===== src/design/rv_settings.svh =====
`ifndef RV_SETTINGS_SVH
`define RV_SETTINGS_SVH

// datapath and register index widths
`define RV_XLEN      32
`define RV_REGA_W    5

// value seen on a read of a register not written since reset
`define RV_RESET_VAL {`RV_XLEN{1'b0}}

// set to 0 to build without the concurrent checks
`define RV_ASSERTS_ON 1

`endif


===== src/design/rv_pkg.sv =====
`include "rv_settings.svh"

package rv_pkg;

    // major opcodes of the supported rv32i subset
    typedef enum logic [6:0] {
        OPC_LOAD   = 7'b0000011,
        OPC_OP_IMM = 7'b0010011,
        OPC_AUIPC  = 7'b0010111,
        OPC_OP     = 7'b0110011,
        OPC_LUI    = 7'b0110111,
        OPC_JALR   = 7'b1100111,
        OPC_JAL    = 7'b1101111
    } opcode_e;

    typedef enum logic [3:0] {
        ALU_ADD,
        ALU_SUB,
        ALU_SLL,
        ALU_SLT,
        ALU_SLTU,
        ALU_XOR,
        ALU_SRL,
        ALU_SRA,
        ALU_OR,
        ALU_AND,
        ALU_PASS_R
    } alu_op_e;

    // unit that produces the destination value
    typedef enum logic {
        ZONE_EXE   = 1'b0,
        ZONE_LOADQ = 1'b1
    } zone_e;

    typedef struct packed {
        logic [6:0] funct7;
        logic [4:0] rs2;
        logic [4:0] rs1;
        logic [2:0] funct3;
        logic [4:0] rd;
        logic [6:0] opcode;
    } r_fmt_s;

    typedef struct packed {
        logic [11:0] imm12;
        logic [4:0]  rs1;
        logic [2:0]  funct3;
        logic [4:0]  rd;
        logic [6:0]  opcode;
    } i_fmt_s;

    typedef struct packed {
        logic [19:0] imm20;
        logic [4:0]  rd;
        logic [6:0]  opcode;
    } u_fmt_s;

    // imm20 holds imm[20|10:1|11|19:12] as encoded
    typedef struct packed {
        logic [19:0] imm20;
        logic [4:0]  rd;
        logic [6:0]  opcode;
    } j_fmt_s;

    typedef union packed {
        r_fmt_s r_fmt;
        i_fmt_s i_fmt;
        u_fmt_s u_fmt;
        j_fmt_s j_fmt;
    } ins_u;

    typedef struct packed {
        logic                  uerr;
        zone_e                 zone;
        logic                  regd_tgt;
        logic [`RV_REGA_W-1:0] regd_addr;
        logic                  regs1_rd;
        logic [`RV_REGA_W-1:0] regs1_addr;
        logic                  regs2_rd;
        logic [`RV_REGA_W-1:0] regs2_addr;
        logic [`RV_XLEN-1:0]   imm;
        logic                  sels1_pc;
        logic                  sels2_imm;
        logic                  link;
        logic                  jump;
        alu_op_e               alu_op;
        logic [2:0]            funct3;
    } dec_s;

    typedef struct packed {
        logic                  wr;
        logic [`RV_REGA_W-1:0] addr;
        logic [`RV_XLEN-1:0]   data;
    } reg_wr_s;

    typedef struct packed {
        logic [31:0]           ins;
        logic [`RV_XLEN-1:0]   pc;
        logic                  ins_uerr;
        zone_e                 zone;
        logic                  jump;
        logic                  link;
        alu_op_e               alu_op;
        logic [2:0]            funct3;
        logic [`RV_REGA_W-1:0] regd_addr;
        logic [`RV_XLEN-1:0]   operand_left;
        logic [`RV_XLEN-1:0]   operand_right;
        logic [`RV_XLEN-1:0]   regs1_data;
        logic [`RV_XLEN-1:0]   regs2_data;
    } ex_req_s;

endpackage


===== src/design/rv_decoder.sv =====
`include "rv_settings.svh"

module rv_decoder import rv_pkg::*; (
    input  ins_u ins_i,
    output dec_s dec_o
);

    logic [`RV_XLEN-1:0] imm_i_w;
    logic [`RV_XLEN-1:0] imm_u_w;
    logic [`RV_XLEN-1:0] imm_j_w;
    logic                zero_f7;
    logic                alt_f7;
    logic [2:0]          f3;
    alu_op_e             arith_op;

    // immediates of each format, sign extended
    assign imm_i_w = {{(`RV_XLEN-12){ins_i.i_fmt.imm12[11]}}, ins_i.i_fmt.imm12};
    assign imm_u_w = {ins_i.u_fmt.imm20, 12'h000};
    assign imm_j_w = {{(`RV_XLEN-21){ins_i.j_fmt.imm20[19]}}, ins_i.j_fmt.imm20[19],
                      ins_i.j_fmt.imm20[7:0], ins_i.j_fmt.imm20[8],
                      ins_i.j_fmt.imm20[18:9], 1'b0};

    assign f3      = ins_i.r_fmt.funct3;
    assign zero_f7 = (ins_i.r_fmt.funct7 == 7'b0000000);
    assign alt_f7  = (ins_i.r_fmt.funct7 == 7'b0100000);

    // funct3 map shared by OP and OP-IMM
    always_comb begin
        case (f3)
            3'b000:  arith_op = ALU_ADD;
            3'b001:  arith_op = ALU_SLL;
            3'b010:  arith_op = ALU_SLT;
            3'b011:  arith_op = ALU_SLTU;
            3'b100:  arith_op = ALU_XOR;
            3'b101:  arith_op = alt_f7 ? ALU_SRA : ALU_SRL;
            3'b110:  arith_op = ALU_OR;
            default: arith_op = ALU_AND;
        endcase
    end

    always_comb begin
        dec_o        = '0;
        dec_o.zone   = ZONE_EXE;
        dec_o.alu_op = ALU_ADD;
        dec_o.funct3 = f3;
        case (ins_i.r_fmt.opcode)
            OPC_OP: begin
                dec_o.regd_tgt = 1'b1;
                dec_o.regs1_rd = 1'b1;
                dec_o.regs2_rd = 1'b1;
                dec_o.alu_op   = (f3 == 3'b000 && alt_f7) ? ALU_SUB : arith_op;
                // only sub and sra take the alternate funct7
                dec_o.uerr     = !(zero_f7 || (alt_f7 && (f3 == 3'b000 || f3 == 3'b101)));
            end
            OPC_OP_IMM: begin
                dec_o.regd_tgt  = 1'b1;
                dec_o.regs1_rd  = 1'b1;
                dec_o.imm       = imm_i_w;
                dec_o.sels2_imm = 1'b1;
                dec_o.alu_op    = arith_op;
                if (f3 == 3'b001) begin
                    dec_o.uerr = !zero_f7;
                end else if (f3 == 3'b101) begin
                    dec_o.uerr = !(zero_f7 || alt_f7);
                end
            end
            OPC_LUI: begin
                dec_o.regd_tgt  = 1'b1;
                dec_o.imm       = imm_u_w;
                dec_o.sels2_imm = 1'b1;
                dec_o.alu_op    = ALU_PASS_R;
                dec_o.funct3    = 3'b000;
            end
            OPC_AUIPC: begin
                dec_o.regd_tgt  = 1'b1;
                dec_o.imm       = imm_u_w;
                dec_o.sels1_pc  = 1'b1;
                dec_o.sels2_imm = 1'b1;
                dec_o.funct3    = 3'b000;
            end
            OPC_JAL: begin
                // execute adds pc and offset for the target
                dec_o.regd_tgt  = 1'b1;
                dec_o.imm       = imm_j_w;
                dec_o.sels1_pc  = 1'b1;
                dec_o.sels2_imm = 1'b1;
                dec_o.jump      = 1'b1;
                dec_o.link      = 1'b1;
                dec_o.funct3    = 3'b000;
            end
            OPC_JALR: begin
                dec_o.regd_tgt  = 1'b1;
                dec_o.regs1_rd  = 1'b1;
                dec_o.imm       = imm_i_w;
                dec_o.sels2_imm = 1'b1;
                dec_o.jump      = 1'b1;
                dec_o.link      = 1'b1;
                dec_o.uerr      = (f3 != 3'b000);
            end
            OPC_LOAD: begin
                dec_o.zone      = ZONE_LOADQ;
                dec_o.regd_tgt  = 1'b1;
                dec_o.regs1_rd  = 1'b1;
                dec_o.imm       = imm_i_w;
                dec_o.sels2_imm = 1'b1;
                dec_o.uerr      = (f3 == 3'b011 || f3 == 3'b110 || f3 == 3'b111);
            end
            default: begin
                dec_o.uerr = 1'b1;
            end
        endcase
        // illegal instructions touch no registers
        if (dec_o.uerr) begin
            dec_o.regd_tgt = 1'b0;
            dec_o.regs1_rd = 1'b0;
            dec_o.regs2_rd = 1'b0;
        end
        // unused register fields read as x0
        dec_o.regd_addr  = dec_o.regd_tgt ? ins_i.r_fmt.rd  : '0;
        dec_o.regs1_addr = dec_o.regs1_rd ? ins_i.r_fmt.rs1 : '0;
        dec_o.regs2_addr = dec_o.regs2_rd ? ins_i.r_fmt.rs2 : '0;
    end

endmodule


===== src/design/rv_int_regs.sv =====
`include "rv_settings.svh"

module rv_int_regs import rv_pkg::*; (
    input  logic                  clk_i,
    input  logic                  reset_i,
    input  reg_wr_s               wa_i,
    input  reg_wr_s               wb_i,
    input  logic [`RV_REGA_W-1:0] ra_addr_i,
    input  logic [`RV_REGA_W-1:0] rb_addr_i,
    output logic [`RV_XLEN-1:0]   ra_data_o,
    output logic [`RV_XLEN-1:0]   rb_data_o
);

    logic [`RV_XLEN-1:0] regs_q [1:31];
    logic [31:1]         valid_q;
    logic [31:0]         valid_w;
    logic [31:0]         wa_mask;
    logic [31:0]         wb_mask;

    // one-hot of each write, bit 0 is dropped below
    assign wa_mask = wa_i.wr ? (32'd1 << wa_i.addr) : 32'd0;
    assign wb_mask = wb_i.wr ? (32'd1 << wb_i.addr) : 32'd0;

    always_ff @(posedge clk_i) begin
        if (wb_i.wr && wb_i.addr != '0) begin
            regs_q[wb_i.addr] <= wb_i.data;
        end
        // execute port last, so it wins on a shared address
        if (wa_i.wr && wa_i.addr != '0) begin
            regs_q[wa_i.addr] <= wa_i.data;
        end
    end

    always_ff @(posedge clk_i) begin
        if (reset_i) begin
            valid_q <= '0;
        end else begin
            valid_q <= valid_q | wa_mask[31:1] | wb_mask[31:1];
        end
    end

    // x0 never valid, so reads as the reset value
    assign valid_w   = {valid_q, 1'b0};
    assign ra_data_o = valid_w[ra_addr_i] ? regs_q[ra_addr_i] : `RV_RESET_VAL;
    assign rb_data_o = valid_w[rb_addr_i] ? regs_q[rb_addr_i] : `RV_RESET_VAL;

endmodule


===== src/design/rv_load_scoreboard.sv =====
`include "rv_settings.svh"

module rv_load_scoreboard import rv_pkg::*; (
    input  logic                  clk_i,
    input  logic                  reset_i,
    input  dec_s                  dec_i,
    input  logic                  dav_i,
    input  logic                  accept_i,
    input  logic                  cncl_i,
    input  logic [`RV_REGA_W-1:0] cncl_addr_i,
    input  reg_wr_s               lsq_wb_i,
    output logic                  stall_o
);

    logic [31:1] pend_q;
    logic [31:0] pend_vec;
    logic [31:0] pend_nxt;
    logic        s1_hz;
    logic        s2_hz;
    logic        d_hz;
    logic        mark;
    logic        clr_cncl;
    logic        clr_lsq;

    // bit 0 tied low so x0 never pends
    assign pend_vec = {pend_q, 1'b0};

    // a load-queue write this cycle releases a source read
    assign s1_hz = dec_i.regs1_rd && pend_vec[dec_i.regs1_addr] &&
                   !(lsq_wb_i.wr && lsq_wb_i.addr == dec_i.regs1_addr);
    assign s2_hz = dec_i.regs2_rd && pend_vec[dec_i.regs2_addr] &&
                   !(lsq_wb_i.wr && lsq_wb_i.addr == dec_i.regs2_addr);
    assign d_hz  = dec_i.regd_tgt && pend_vec[dec_i.regd_addr];

    assign stall_o = dav_i && (s1_hz || s2_hz || d_hz);

    assign mark     = accept_i && dec_i.zone == ZONE_LOADQ && dec_i.regd_tgt &&
                      dec_i.regd_addr != '0;
    assign clr_cncl = cncl_i && cncl_addr_i != '0;
    assign clr_lsq  = lsq_wb_i.wr && lsq_wb_i.addr != '0;

    always_comb begin
        pend_nxt = pend_vec;
        if (mark) begin
            pend_nxt[dec_i.regd_addr] = 1'b1;
        end
        if (clr_cncl) begin
            pend_nxt[cncl_addr_i] = 1'b0;
        end
        if (clr_lsq) begin
            pend_nxt[lsq_wb_i.addr] = 1'b0;
        end
    end

    always_ff @(posedge clk_i) begin
        if (reset_i) begin
            pend_q <= '0;
        end else begin
            pend_q <= pend_nxt[31:1];
        end
    end

    if (`RV_ASSERTS_ON) begin : g_asserts
        a_mark_free: assert property (@(posedge clk_i) disable iff (reset_i)
            mark |-> !pend_vec[dec_i.regd_addr]);
        a_cncl_pending: assert property (@(posedge clk_i) disable iff (reset_i)
            clr_cncl |-> pend_vec[cncl_addr_i]);
        a_lsq_pending: assert property (@(posedge clk_i) disable iff (reset_i)
            clr_lsq |-> pend_vec[lsq_wb_i.addr]);
        // the pipe must honour the stall when it acknowledges
        a_no_hazard_accept: assert property (@(posedge clk_i) disable iff (reset_i)
            accept_i |-> !(s1_hz || s2_hz || d_hz));
    end

endmodule


===== src/design/rv_id_pipe.sv =====
`include "rv_settings.svh"

module rv_id_pipe import rv_pkg::*; (
    input  logic                  clk_i,
    input  logic                  reset_i,
    input  logic                  pfu_dav_i,
    input  logic [31:0]           pfu_ins_i,
    input  logic [`RV_XLEN-1:0]   pfu_pc_i,
    input  dec_s                  dec_i,
    input  logic                  stall_i,
    output logic                  pfu_ack_o,
    output logic                  accept_o,
    output logic [`RV_REGA_W-1:0] rs1_addr_o,
    output logic [`RV_REGA_W-1:0] rs2_addr_o,
    input  logic [`RV_XLEN-1:0]   rs1_data_i,
    input  logic [`RV_XLEN-1:0]   rs2_data_i,
    input  reg_wr_s               exs_wb_i,
    input  reg_wr_s               lsq_wb_i,
    input  logic                  exs_stall_i,
    output logic                  exs_valid_o,
    output ex_req_s               exs_req_o
);

    logic                exe_hold;
    logic                valid_q;
    logic [31:0]         ins_q;
    logic [`RV_XLEN-1:0] pc_q;
    dec_s                dec_q;
    logic [`RV_XLEN-1:0] rs1_fwd;
    logic [`RV_XLEN-1:0] rs2_fwd;

    // execute has priority over the load queue and x0 is never forwarded
    function automatic logic [`RV_XLEN-1:0] fwd_sel(
        input logic [`RV_REGA_W-1:0] addr,
        input logic [`RV_XLEN-1:0]   rf_data,
        input reg_wr_s               exs_wb,
        input reg_wr_s               lsq_wb
    );
        logic [`RV_XLEN-1:0] res;
        res = rf_data;
        if (addr != '0) begin
            if (exs_wb.wr && exs_wb.addr == addr) begin
                res = exs_wb.data;
            end else if (lsq_wb.wr && lsq_wb.addr == addr) begin
                res = lsq_wb.data;
            end
        end
        return res;
    endfunction

    // execute holding a valid packet blocks acceptance
    assign exe_hold  = exs_stall_i && valid_q;
    assign pfu_ack_o = pfu_dav_i && !stall_i && !exe_hold;
    assign accept_o  = pfu_ack_o;

    always_ff @(posedge clk_i) begin
        if (reset_i) begin
            valid_q <= 1'b0;
        end else if (pfu_ack_o) begin
            valid_q <= 1'b1;
        end else if (!exe_hold) begin
            valid_q <= 1'b0;
        end
    end

    always_ff @(posedge clk_i) begin
        if (pfu_ack_o) begin
            ins_q <= pfu_ins_i;
            pc_q  <= pfu_pc_i;
            dec_q <= dec_i;
        end
    end

    // file is read at the registered addresses
    assign rs1_addr_o = dec_q.regs1_addr;
    assign rs2_addr_o = dec_q.regs2_addr;

    assign rs1_fwd = fwd_sel(dec_q.regs1_addr, rs1_data_i, exs_wb_i, lsq_wb_i);
    assign rs2_fwd = fwd_sel(dec_q.regs2_addr, rs2_data_i, exs_wb_i, lsq_wb_i);

    assign exs_valid_o = valid_q;

    always_comb begin
        exs_req_o.ins           = ins_q;
        exs_req_o.pc            = pc_q;
        exs_req_o.ins_uerr      = dec_q.uerr;
        exs_req_o.zone          = dec_q.zone;
        exs_req_o.jump          = dec_q.jump;
        exs_req_o.link          = dec_q.link;
        exs_req_o.alu_op        = dec_q.alu_op;
        exs_req_o.funct3        = dec_q.funct3;
        exs_req_o.regd_addr     = dec_q.regd_addr;
        exs_req_o.operand_left  = dec_q.sels1_pc ? pc_q : rs1_fwd;
        exs_req_o.operand_right = dec_q.sels2_imm ? dec_q.imm : rs2_fwd;
        exs_req_o.regs1_data    = rs1_fwd;
        exs_req_o.regs2_data    = rs2_fwd;
    end

endmodule


===== src/design/rv_decode_unit.sv =====
`include "rv_settings.svh"

module rv_decode_unit import rv_pkg::*; (
    input  logic                clk_i,
    input  logic                reset_i,
    // prefetch side
    input  logic                pfu_dav_i,
    output logic                pfu_ack_o,
    input  logic [31:0]         pfu_ins_i,
    input  logic [`RV_XLEN-1:0] pfu_pc_i,
    // execute side
    output logic                exs_valid_o,
    input  logic                exs_stall_i,
    output ex_req_s             exs_req_o,
    // write-back
    input  reg_wr_s             exs_wb_i,
    input  logic                exs_cncl_load_i,
    input  reg_wr_s             lsq_wb_i
);

    dec_s                  dec;
    logic                  sb_stall;
    logic                  accept;
    logic [`RV_REGA_W-1:0] rs1_addr;
    logic [`RV_REGA_W-1:0] rs2_addr;
    logic [`RV_XLEN-1:0]   rs1_data;
    logic [`RV_XLEN-1:0]   rs2_data;

    rv_decoder u_decoder (
        .ins_i (pfu_ins_i),
        .dec_o (dec)
    );

    // pending loads, cancel address rides on the execute write port
    rv_load_scoreboard u_scoreboard (
        .clk_i       (clk_i),
        .reset_i     (reset_i),
        .dec_i       (dec),
        .dav_i       (pfu_dav_i),
        .accept_i    (accept),
        .cncl_i      (exs_cncl_load_i),
        .cncl_addr_i (exs_wb_i.addr),
        .lsq_wb_i    (lsq_wb_i),
        .stall_o     (sb_stall)
    );

    rv_int_regs u_int_regs (
        .clk_i     (clk_i),
        .reset_i   (reset_i),
        .wa_i      (exs_wb_i),
        .wb_i      (lsq_wb_i),
        .ra_addr_i (rs1_addr),
        .rb_addr_i (rs2_addr),
        .ra_data_o (rs1_data),
        .rb_data_o (rs2_data)
    );

    rv_id_pipe u_id_pipe (
        .clk_i       (clk_i),
        .reset_i     (reset_i),
        .pfu_dav_i   (pfu_dav_i),
        .pfu_ins_i   (pfu_ins_i),
        .pfu_pc_i    (pfu_pc_i),
        .dec_i       (dec),
        .stall_i     (sb_stall),
        .pfu_ack_o   (pfu_ack_o),
        .accept_o    (accept),
        .rs1_addr_o  (rs1_addr),
        .rs2_addr_o  (rs2_addr),
        .rs1_data_i  (rs1_data),
        .rs2_data_i  (rs2_data),
        .exs_wb_i    (exs_wb_i),
        .lsq_wb_i    (lsq_wb_i),
        .exs_stall_i (exs_stall_i),
        .exs_valid_o (exs_valid_o),
        .exs_req_o   (exs_req_o)
    );

endmodule


===== config.mk =====
export PLATFORM = sky130hd
export DESIGN_NAME = rv_decode_unit
export DESIGN_NICKNAME = d
export VERILOG_FILES = /design/src/design/rv_pkg.sv /design/src/design/rv_decoder.sv /design/src/design/rv_int_regs.sv /design/src/design/rv_load_scoreboard.sv /design/src/design/rv_id_pipe.sv /design/src/design/rv_decode_unit.sv
export VERILOG_INCLUDE_DIRS = /design/src /design/src/design
export SDC_FILE = /design/constraint.sdc
export NUM_CORES = 2
export LEC_CHECK = 0
export ABC_CLOCK_PERIOD_IN_PS = 8890
export BUFFER_PORTS_ARGS = -buffer_cell sky130_fd_sc_hd__buf_2
export CAP_MARGIN = 0
export CORE_MARGIN = 5
export CORE_UTILIZATION = 25
export CTS_CLUSTER_DIAMETER = 60
export DETAILED_ROUTE_END_ITERATION = 7
export PLACE_DENSITY_LB_ADDON = 0.12
export SLEW_MARGIN = 20
export SYNTH_ARGS = -nofsm -noshare
export SYNTH_HDL_FRONTEND = slang
export SYNTH_SLANG_ARGS = --single-unit
export TNS_END_PERCENT = 30

===== constraint.sdc =====
create_clock -name clk_i -period 8.89 [get_ports clk_i]
set_clock_uncertainty 0.1 [all_clocks]
set_input_delay 1.778 -clock clk_i [delete_from_list [all_inputs] [get_ports clk_i]]
set_output_delay 1.778 -clock clk_i [all_outputs]
set_load 0.02 [all_outputs]

## After elaboration in Yosys (flattened, before gate mapping)

Memories as Yosys holds them, arrays and structs flattened. A register that Yosys moved wholly into a read port is not among the register bits.
Index checks and enable logic that the tools add are counted.
W data, S select, Z words.

- RAM bits: 992
- Memories kept: 1
- Flip-flop bits (word level): 187
- Logic and storage cells: 175
- Input bits: 145

- Multiplexer cells: 60
- Equal/unequal tests: 22
- Shift-type cells: 2
- Bitwise gates (word level): 7
- Reductions and logical operators: 56
- $lt $le $gt $ge: 10

Memory list:

| name | words | width | rd ports | clocked after memory_dff | write ports | line | text |
|---|---|---|---|---|---|---|---|
| u_int_regs.regs_q | 31 | 32 | 2 | 2 | 2 | rv_int_regs.sv:14 | `` logic [`RV_XLEN-1:0] regs_q [1:31]; `` |

Operator list:

| kind | count |
|---|---|
| $mux W32 | 15 |
| $pmux W32 S3 | 1 |
| $and A32 B32 Y32 | 2 |
| $not A32 Y32 | 2 |
| $shl A1 B5 Y32 const A | 2 |
| $or A31 B31 Y31 | 2 |
| $lt A5 B6 Y1 const B | 7 |
| $or A32 B32 Y32 | 1 |
| $eq A5 B5 Y1 | 6 |
| $pmux W4 S7 | 1 |
| $logic_and A1 B1 Y1 | 26 |
| $mux W1 | 26 |
| $bmux W1 S5 | 5 |
| $mux W5 | 5 |
| $reduce_bool A5 Y1 | 5 |
| $eq A7 B6 Y1 const B | 3 |
| $demux W1 S5 | 3 |
| $ge A5 B1 Y1 const B | 3 |
| $eq A7 B5 Y1 const B | 2 |
| $eq A7 B7 Y1 const B | 2 |
| $eq A3 B3 Y1 const B | 4 |
| $pmux W4 S3 | 1 |
| $eq A7 B2 Y1 const B | 1 |
| $logic_not A1 Y1 | 7 |
| other kinds (15) | 25 |

## Depth between registers and ports, before layout

- Word-level depth: 26
- Depth in mapped cells: 12

## By module

Synthesis repeated with hierarchy kept, for this count alone.

- Cells, all modules: 5125
- Area total of the unflattened synthesis: 71252.1 µm²

By module, submodules not included:

| module | instances | cells each | area each (µm²) |
|---|---|---|---|
| rv_int_regs | 1 | 4041 | 60172.7 |
| rv_id_pipe | 1 | 661 | 7557.2 |
| rv_load_scoreboard | 1 | 289 | 2586.2 |
| rv_decoder | 1 | 134 | 935.9 |

## Worst setup path before layout

No wires, ideal clock.

- Path type: input port to output port
- Start: input port pfu_ins_i[14]
- End: output port pfu_ack_o
- Data required time: 7012 ps
- Stages on the path: 12
- Arrival time: 6327 ps
- Path slack: 685 ps
- Path through: buf_6 > nand2b_4 > a311oi_1 > o221ai_2 > and3_1 > buf_6 > and2_4 > o311a_1 > o211ai_2 > nand4_2 > buf_6 > inv_1

RTL lines:

| item | line | text |
|---|---|---|
| from (decl) | rv_decode_unit.sv:9 | `input logic [31:0] pfu_ins_i,` |
| to (decl) | rv_decode_unit.sv:8 | `output logic pfu_ack_o,` |

## Worst setup path in the final report

- Start: input port pfu_ins_i[25]
- End: output port pfu_ack_o

- Longest elaborated chain between the ends: 18

Ends and longest elaborated chain:

| item | line | text |
|---|---|---|
| $eq A7 B6 Y1 or $logic_not A7 Y1 (tied branches) | rv_decoder.sv:25, rv_decoder.sv:24 |  |
| $logic_or A1 B1 Y1 | rv_decoder.sv:64 | `dec_o.uerr = !(zero_f7 \|\| alt_f7);` |
| $logic_not A1 Y1 | rv_decoder.sv:64 |  |
| $mux W1 | rv_decoder.sv:63 | `end else if (f3 == 3'b101) begin` |
| $mux W1 | rv_decoder.sv:61 | `if (f3 == 3'b001) begin` |
| $pmux W1 S5 * | rv_decoder.sv:46 | `case (ins_i.r_fmt.opcode)` |
| $mux W1 | rv_decoder.sv:113 | `if (dec_o.uerr) begin` |
| $mux W5, on equally long branches | rv_decoder.sv:120, rv_decoder.sv:121 |  |
| $bmux W1 S5 (tied with other cells) | rv_load_scoreboard.sv:29 | `assign s1_hz = dec_i.regs1_rd && pend_vec[dec_i.regs1_addr] &&` |
| $mux W1 (implied by the code) (tied with other cells) | rv_load_scoreboard.sv:29 |  |
| $logic_and A1 B1 Y1 (tied with other cells) | rv_load_scoreboard.sv:29 |  |
| $logic_and A1 B1 Y1, on equally long branches | rv_load_scoreboard.sv:29, rv_load_scoreboard.sv:31 |  |
| $logic_or A1 B1 Y1 | rv_load_scoreboard.sv:35 | `assign stall_o = dav_i && (s1_hz \|\| s2_hz \|\| d_hz);` |
| $logic_or A1 B1 Y1 * | rv_load_scoreboard.sv:35 |  |
| $logic_and A1 B1 Y1 * | rv_load_scoreboard.sv:35 |  |
| $logic_not A1 Y1 * | rv_id_pipe.sv:53 | `assign pfu_ack_o = pfu_dav_i && !stall_i && !exe_hold;` |
| $logic_and A1 B1 Y1 * (2 in series) | rv_id_pipe.sv:53 |  |

Mark *: on every way between the ends. The rest lies on a longest branch, timed or not. The select of a mux whose other input is x is not followed.

==> report_table.html <==
<table>
<tr><th>Metric</th><th>Value</th></tr>
<tr><th colspan="2">Status</th></tr>
<tr><td>Run status</td><td>complete, no violations</td></tr>
<tr><th colspan="2">Place</th></tr>
<tr><td># placed instances</td><td>roughly 8200</td></tr>
<tr><td>Post-place instance area</td><td>around 0.076 mm²</td></tr>
<tr><td>Worst slack, placed</td><td>roughly 1.1 ns</td></tr>
<tr><td>Hpwl dp</td><td>around 180000 µm</td></tr>
<tr><td>IO Port Bufs</td><td>approximately 350</td></tr>
<tr><td>Placer congestion estimate</td><td>between 0.7 and 0.8</td></tr>
<tr><th colspan="2">Critical path</th></tr>
<tr><td>Data arrival time of the critical path</td><td>~5.9 ns</td></tr>
<tr><td>Delay of the slowest cell on the worst path</td><td>approximately 0.7 ns</td></tr>
<tr><td>Critical Path End Type</td><td>output pin</td></tr>
<tr><td>Worst Path Class, Setup</td><td>input pin to output pin</td></tr>
<tr><td>Worst path cell trace</td><td>buf_2 -&gt; nor4_2 -&gt; a311oi_1 -&gt; o221ai_2 -&gt; and3_1 -&gt; mux2i_1 -&gt; o2bb2ai_1 -&gt; a41oi_2 -&gt; nand4_2 -&gt; inv_6 -&gt; buf_2</td></tr>
<tr><td>Startpoint types</td><td>input pin</td></tr>
<tr><td>Cell with the most instances on the worst path</td><td>sky130_fd_sc_hd__buf_2</td></tr>
<tr><td>Critical Path Fanout Max</td><td>35</td></tr>
<tr><td>Data required time at the worst endpoint</td><td>7.01 ns</td></tr>
<tr><td>Critical path's slowest cell</td><td>sky130_fd_sc_hd__a41oi_2</td></tr>
<tr><th colspan="2">Timing</th></tr>
<tr><td>Unrepaired setup endpoints after global routing</td><td>no</td></tr>
<tr><td>Slew @ Worst Pin</td><td>between 1 and 1.5 ns</td></tr>
<tr><td>Worst-case setup margin in the final layout</td><td>~1.1 ns</td></tr>
<tr><td>Clock period minus final worst setup slack</td><td>between 7 and 8 ns</td></tr>
<tr><td>Final Cycle Share</td><td>slightly below 90%</td></tr>
<tr><td>Final setup fails</td><td>0</td></tr>
<tr><td>Hold Violations, Final</td><td>0</td></tr>
<tr><td>Max Clock Freq</td><td>0.128 GHz</td></tr>
<tr><td>Final number of max-transition violations</td><td>0</td></tr>
<tr><td>Final sum of negative setup slack</td><td>0 ns</td></tr>
<tr><td>Final Hold Slack</td><td>roughly 0.4 ns</td></tr>
<tr><td>Worst slew margin relative to its limit</td><td>19.2%</td></tr>
<tr><th colspan="2">Route</th></tr>
<tr><td>Antenna-violating nets left</td><td>0</td></tr>
<tr><td>DRC viols</td><td>0</td></tr>
<tr><td>Initial DRT Pass Iterations</td><td>7</td></tr>
<tr><td>Via density per instance</td><td>around 5.4</td></tr>
<tr><td>Via count of the routed design</td><td>approximately 46000</td></tr>
<tr><td>Routed wire length per instance</td><td>between 30 and 40 µm</td></tr>
<tr><td>Number of design-rule violations left by the first detailed-router iteration</td><td>4662</td></tr>
<tr><td>Total routed wirelength</td><td>about 320000 µm</td></tr>
<tr><th colspan="2">Die</th></tr>
<tr><td>Full die area</td><td>a little under 0.3 mm²</td></tr>
<tr><td>IO Pins</td><td>between 300 and 400</td></tr>
<tr><td>Core area</td><td>0.277 mm²</td></tr>
<tr><td>Initial core utilization</td><td>25.1%</td></tr>
<tr><td>Floorplan row count</td><td>193</td></tr>
<tr><td>Die outline height</td><td>around 540 µm</td></tr>
<tr><td>Die Width</td><td>around 540 µm</td></tr>
<tr><th colspan="2">CTS</th></tr>
<tr><td>CTS Root Cell</td><td>sky130_fd_sc_hd__clkbuf_16</td></tr>
<tr><td>CTS H-tree depth</td><td>4</td></tr>
<tr><td>Number of CTS-inserted buffers</td><td>between 150 and 200</td></tr>
<tr><td>Post-CTS Hold Buffers</td><td>0</td></tr>
<tr><td>TritonCTS clock tree</td><td>yes</td></tr>
<tr><td>Clock-pin slew on the worst setup and hold paths</td><td>0.05 ns</td></tr>
<tr><td>Latest clock arrival within the worst-skew pair</td><td>between 0.8 and 0.9 ns</td></tr>
<tr><td>Clk sinks</td><td>1188</td></tr>
<tr><td>Number of instances resized during post-cts repair</td><td>0</td></tr>
<tr><td>Post-CTS setup repair buffer count</td><td>0</td></tr>
<tr><td>Clock buffer depth</td><td>4</td></tr>
<tr><th colspan="2">Power and ir drop</th></tr>
<tr><td>Switching Power</td><td>about 4.2 mW</td></tr>
<tr><td>Final Total Pwr</td><td>15.4 mW</td></tr>
<tr><td>Sequential power share</td><td>roughly two fifths</td></tr>
<tr><td>Static Leakage</td><td>~26 nW</td></tr>
<tr><td>Clock share of power</td><td>approximately 46%</td></tr>
<tr><td>Max rail drop VDD</td><td>approximately 140 µV</td></tr>
<tr><td>Net Sw Frac</td><td>27.0%</td></tr>
<tr><td>Proportion of power drawn by combinational gates</td><td>12.8%</td></tr>
<tr><td>Power density cells</td><td>around 190 mW/mm²</td></tr>
<tr><td>P_int</td><td>approximately 11 mW</td></tr>
<tr><th colspan="2">Synthesis</th></tr>
<tr><td>EDFF count, synth</td><td>about 1100</td></tr>
<tr><td>Main flop type after synthesis</td><td>sky130_fd_sc_hd__edfxtp_1</td></tr>
<tr><td>Number of different library cells in the post-synthesis netlist</td><td>75</td></tr>
<tr><td>Seq/Total Area, Yosys</td><td>between 50 and 60%</td></tr>
<tr><td>Syn Nets</td><td>4636</td></tr>
<tr><td>Ys async rst share</td><td>0%</td></tr>
<tr><td>Syn Inst Count</td><td>approximately 4500</td></tr>
<tr><td>Yosys warns</td><td>0</td></tr>
<tr><td>Flop and latch count out of synthesis</td><td>around 1200</td></tr>
<tr><td>Synthesized area per cell</td><td>between 15 and 20 µm²</td></tr>
<tr><td>Cell area after technology mapping</td><td>roughly 0.070 mm²</td></tr>
<tr><th colspan="2">Hold path</th></tr>
<tr><td>Hold crit path type</td><td>flip-flop to flip-flop</td></tr>
<tr><th colspan="2">Global routing</th></tr>
<tr><td>Number of global-route vias before repair</td><td>between 40000 and 50000</td></tr>
<tr><td>Number of antenna violations at the first check in global routing</td><td>22</td></tr>
<tr><td>Pin count of the biggest net entering global routing</td><td>84</td></tr>
<tr><td>Global-route usage over all layers</td><td>a little over a fifth</td></tr>
<tr><td>Global-route congestion overflow total</td><td>0</td></tr>
<tr><td>First-pass GRT wire length</td><td>between 400000 and 500000 µm</td></tr>
<tr><th colspan="2">Flow run</th></tr>
<tr><td>MaxCap Viol Count</td><td>0</td></tr>
<tr><th colspan="2">Layout</th></tr>
<tr><td>Post-route cell area</td><td>between 0.08 and 0.09 mm²</td></tr>
<tr><td>Proportion of layout cells with a drive suffix above 1</td><td>around 55%</td></tr>
<tr><td>Fin nets</td><td>around 4800</td></tr>
<tr><td>Synth-to-Final Area Change</td><td>17.4%</td></tr>
<tr><td>Share of the core filled with cells</td><td>approximately 30%</td></tr>
<tr><td>Post-route insts no fill</td><td>between 8000 and 9000</td></tr>
</table>
[power groups by stage]
stage | clock (mW) | combinational [mW] | sequential [mW]
after global placement | 0 | 1.98 | 6.52
after detailed placement | 0 | 1.99 | 6.52
after floorplan | 0 | 1.27 | 6.47
after CTS | 7.21 | 1.99 | 6.41
final | 7.03 | 1.97 | 6.41
after global routing | 7.43 | 2.07 | 6.42
[registers in the layout, indices dropped and copies added, names as in the netlist, named ones only]
signal                 count
u_int_regs.regs_q        992
u_id_pipe.dec_q           34
u_id_pipe.ins_q           32
u_id_pipe.pc_q            32
u_int_regs.valid_q        31
u_scoreboard.pend_q       31
u_id_pipe.exs_req_o       15
u_id_pipe.rs1_addr_o       5
u_id_pipe.rs2_addr_o       5
u_id_pipe.exs_valid_o      1
[worst paths after layout]
| check | from | end | slack (ns) | cells after the start |
|---|---|---|---|---|
| worst max-delay path | pfu_ins_i[25] | pfu_ack_o | 1.08 | 11 |
| worst min register to register | u_int_regs.valid_q[18]$_SDFF_PP0_ | u_int_regs.valid_q[18]$_SDFF_PP0_ | 0.40 | 2 |
| worst min-delay path | u_int_regs.valid_q[18]$_SDFF_PP0_ | u_int_regs.valid_q[18]$_SDFF_PP0_ | 0.40 | 2 |
| worst max register to register | u_scoreboard.pend_q[7]$_SDFF_PP0_ | u_id_pipe.pc_q[7]$_DFFE_PN_ | 3.98 | 10 |
[cell usage in the layout (no fill, tap or decap), types with 21 or more instances in the layout]
master and instances:
sky130_fd_sc_hd__buf_2 354, sky130_fd_sc_hd__o22a_1 21, sky130_fd_sc_hd__clkbuf_1 31, sky130_fd_sc_hd__edfxtp_1 1115
sky130_fd_sc_hd__xor2_1 24, sky130_fd_sc_hd__mux4_2 606, sky130_fd_sc_hd__nand3_1 25, sky130_fd_sc_hd__clkbuf_16 182
sky130_fd_sc_hd__a21oi_1 142, sky130_fd_sc_hd__mux2_2 1090, sky130_fd_sc_hd__dfxtp_1 63, sky130_fd_sc_hd__o21a_1 22
sky130_fd_sc_hd__clkinv_1 24, sky130_fd_sc_hd__nor2_1 192, sky130_fd_sc_hd__buf_4 162, sky130_fd_sc_hd__mux2i_1 115
sky130_fd_sc_hd__nand2_1 67, sky130_fd_sc_hd__o21ai_0 45, sky130_fd_sc_hd__o22ai_1 44, sky130_fd_sc_hd__and2_1 30
sky130_fd_sc_hd__clkinv_2 32
[critical path, delay by kind of cell]
family,cells,cell delay (ns)
muxes,1,0.26
and+or+nand+nor,3,1.61
AOI/OAI and AO/OA,4,1.35
buffers and inverters,3,0.90
[synth_stat cells (14+ instances only)]
library cell | n | share of area (%)
sky130_fd_sc_hd__edfxtp_1 | 1115 | 48
sky130_fd_sc_hd__nor2_1 | 212 | 1.1
sky130_fd_sc_hd__o21a_1 | 22 | 0.24
sky130_fd_sc_hd__nand2_1 | 77 | 0.42
sky130_fd_sc_hd__buf_2 | 42 | 0.30
sky130_fd_sc_hd__and2_1 | 30 | 0.27
sky130_fd_sc_hd__dfxtp_1 | 73 | 2.1
sky130_fd_sc_hd__mux2i_1 | 116 | 1.7
sky130_fd_sc_hd__a21o_1 | 24 | 0.26
sky130_fd_sc_hd__mux4_2 | 606 | 20
sky130_fd_sc_hd__o21ai_0 | 51 | 0.37
sky130_fd_sc_hd__xor2_1 | 24 | 0.30
sky130_fd_sc_hd__nor2b_1 | 14 | 0.13
sky130_fd_sc_hd__nand2b_1 | 17 | 0.15
sky130_fd_sc_hd__o22a_1 | 21 | 0.26
sky130_fd_sc_hd__a22oi_1 | 17 | 0.18
sky130_fd_sc_hd__inv_1 | 21 | 0.11
sky130_fd_sc_hd__a211oi_1 | 16 | 0.17
sky130_fd_sc_hd__mux2_2 | 1090 | 18
sky130_fd_sc_hd__buf_4 | 16 | 0.17
sky130_fd_sc_hd__o22ai_1 | 55 | 0.49
sky130_fd_sc_hd__nand3_1 | 28 | 0.20
sky130_fd_sc_hd__a21oi_1 | 143 | 1.0
sky130_fd_sc_hd__clkbuf_1 | 429 | 2.3
sky130_fd_sc_hd__nor3_1 | 22 | 0.16
sky130_fd_sc_hd__buf_1 | 73 | 0.39
[cell type report]
type | instances | area (µm²)
multi-input cells | 2718 | 32900
flip-flops and latches | 1188 | 35000
clock inverters | 99 | 916
diodes | 7 | 17.5
fillers | 27700 | 195000
well taps | 3705 | 4640
inverters | 21 | 83.8
clock buffers | 218 | 4740
repair buffers | 538 | 3450
[metal layers]
metal / vias to the layer above / routed length, µm / global-route usage [%]
met4: 8 / 8440 / 5.25
met3: 401 / 17800 / 3.24
met2: 1631 / 150000 / 34.9
met1: 25100 / 139000 / 29.4
li1: 18400 / - / -
met5: - / 51 / 0
[logic make-up after synthesis]
| group | synth area share, % |
|---|---|
| AOI/OAI and AO/OA | 3.76 |
| xor gates and xnor gates | 0.365 |
| buffers and inverters | 3.36 |
| DFF | 50.2 |
| muxes | 39.1 |
| and+or+nand+nor | 3.17 |
Note: power is estimated with default switching activity, not from simulation.
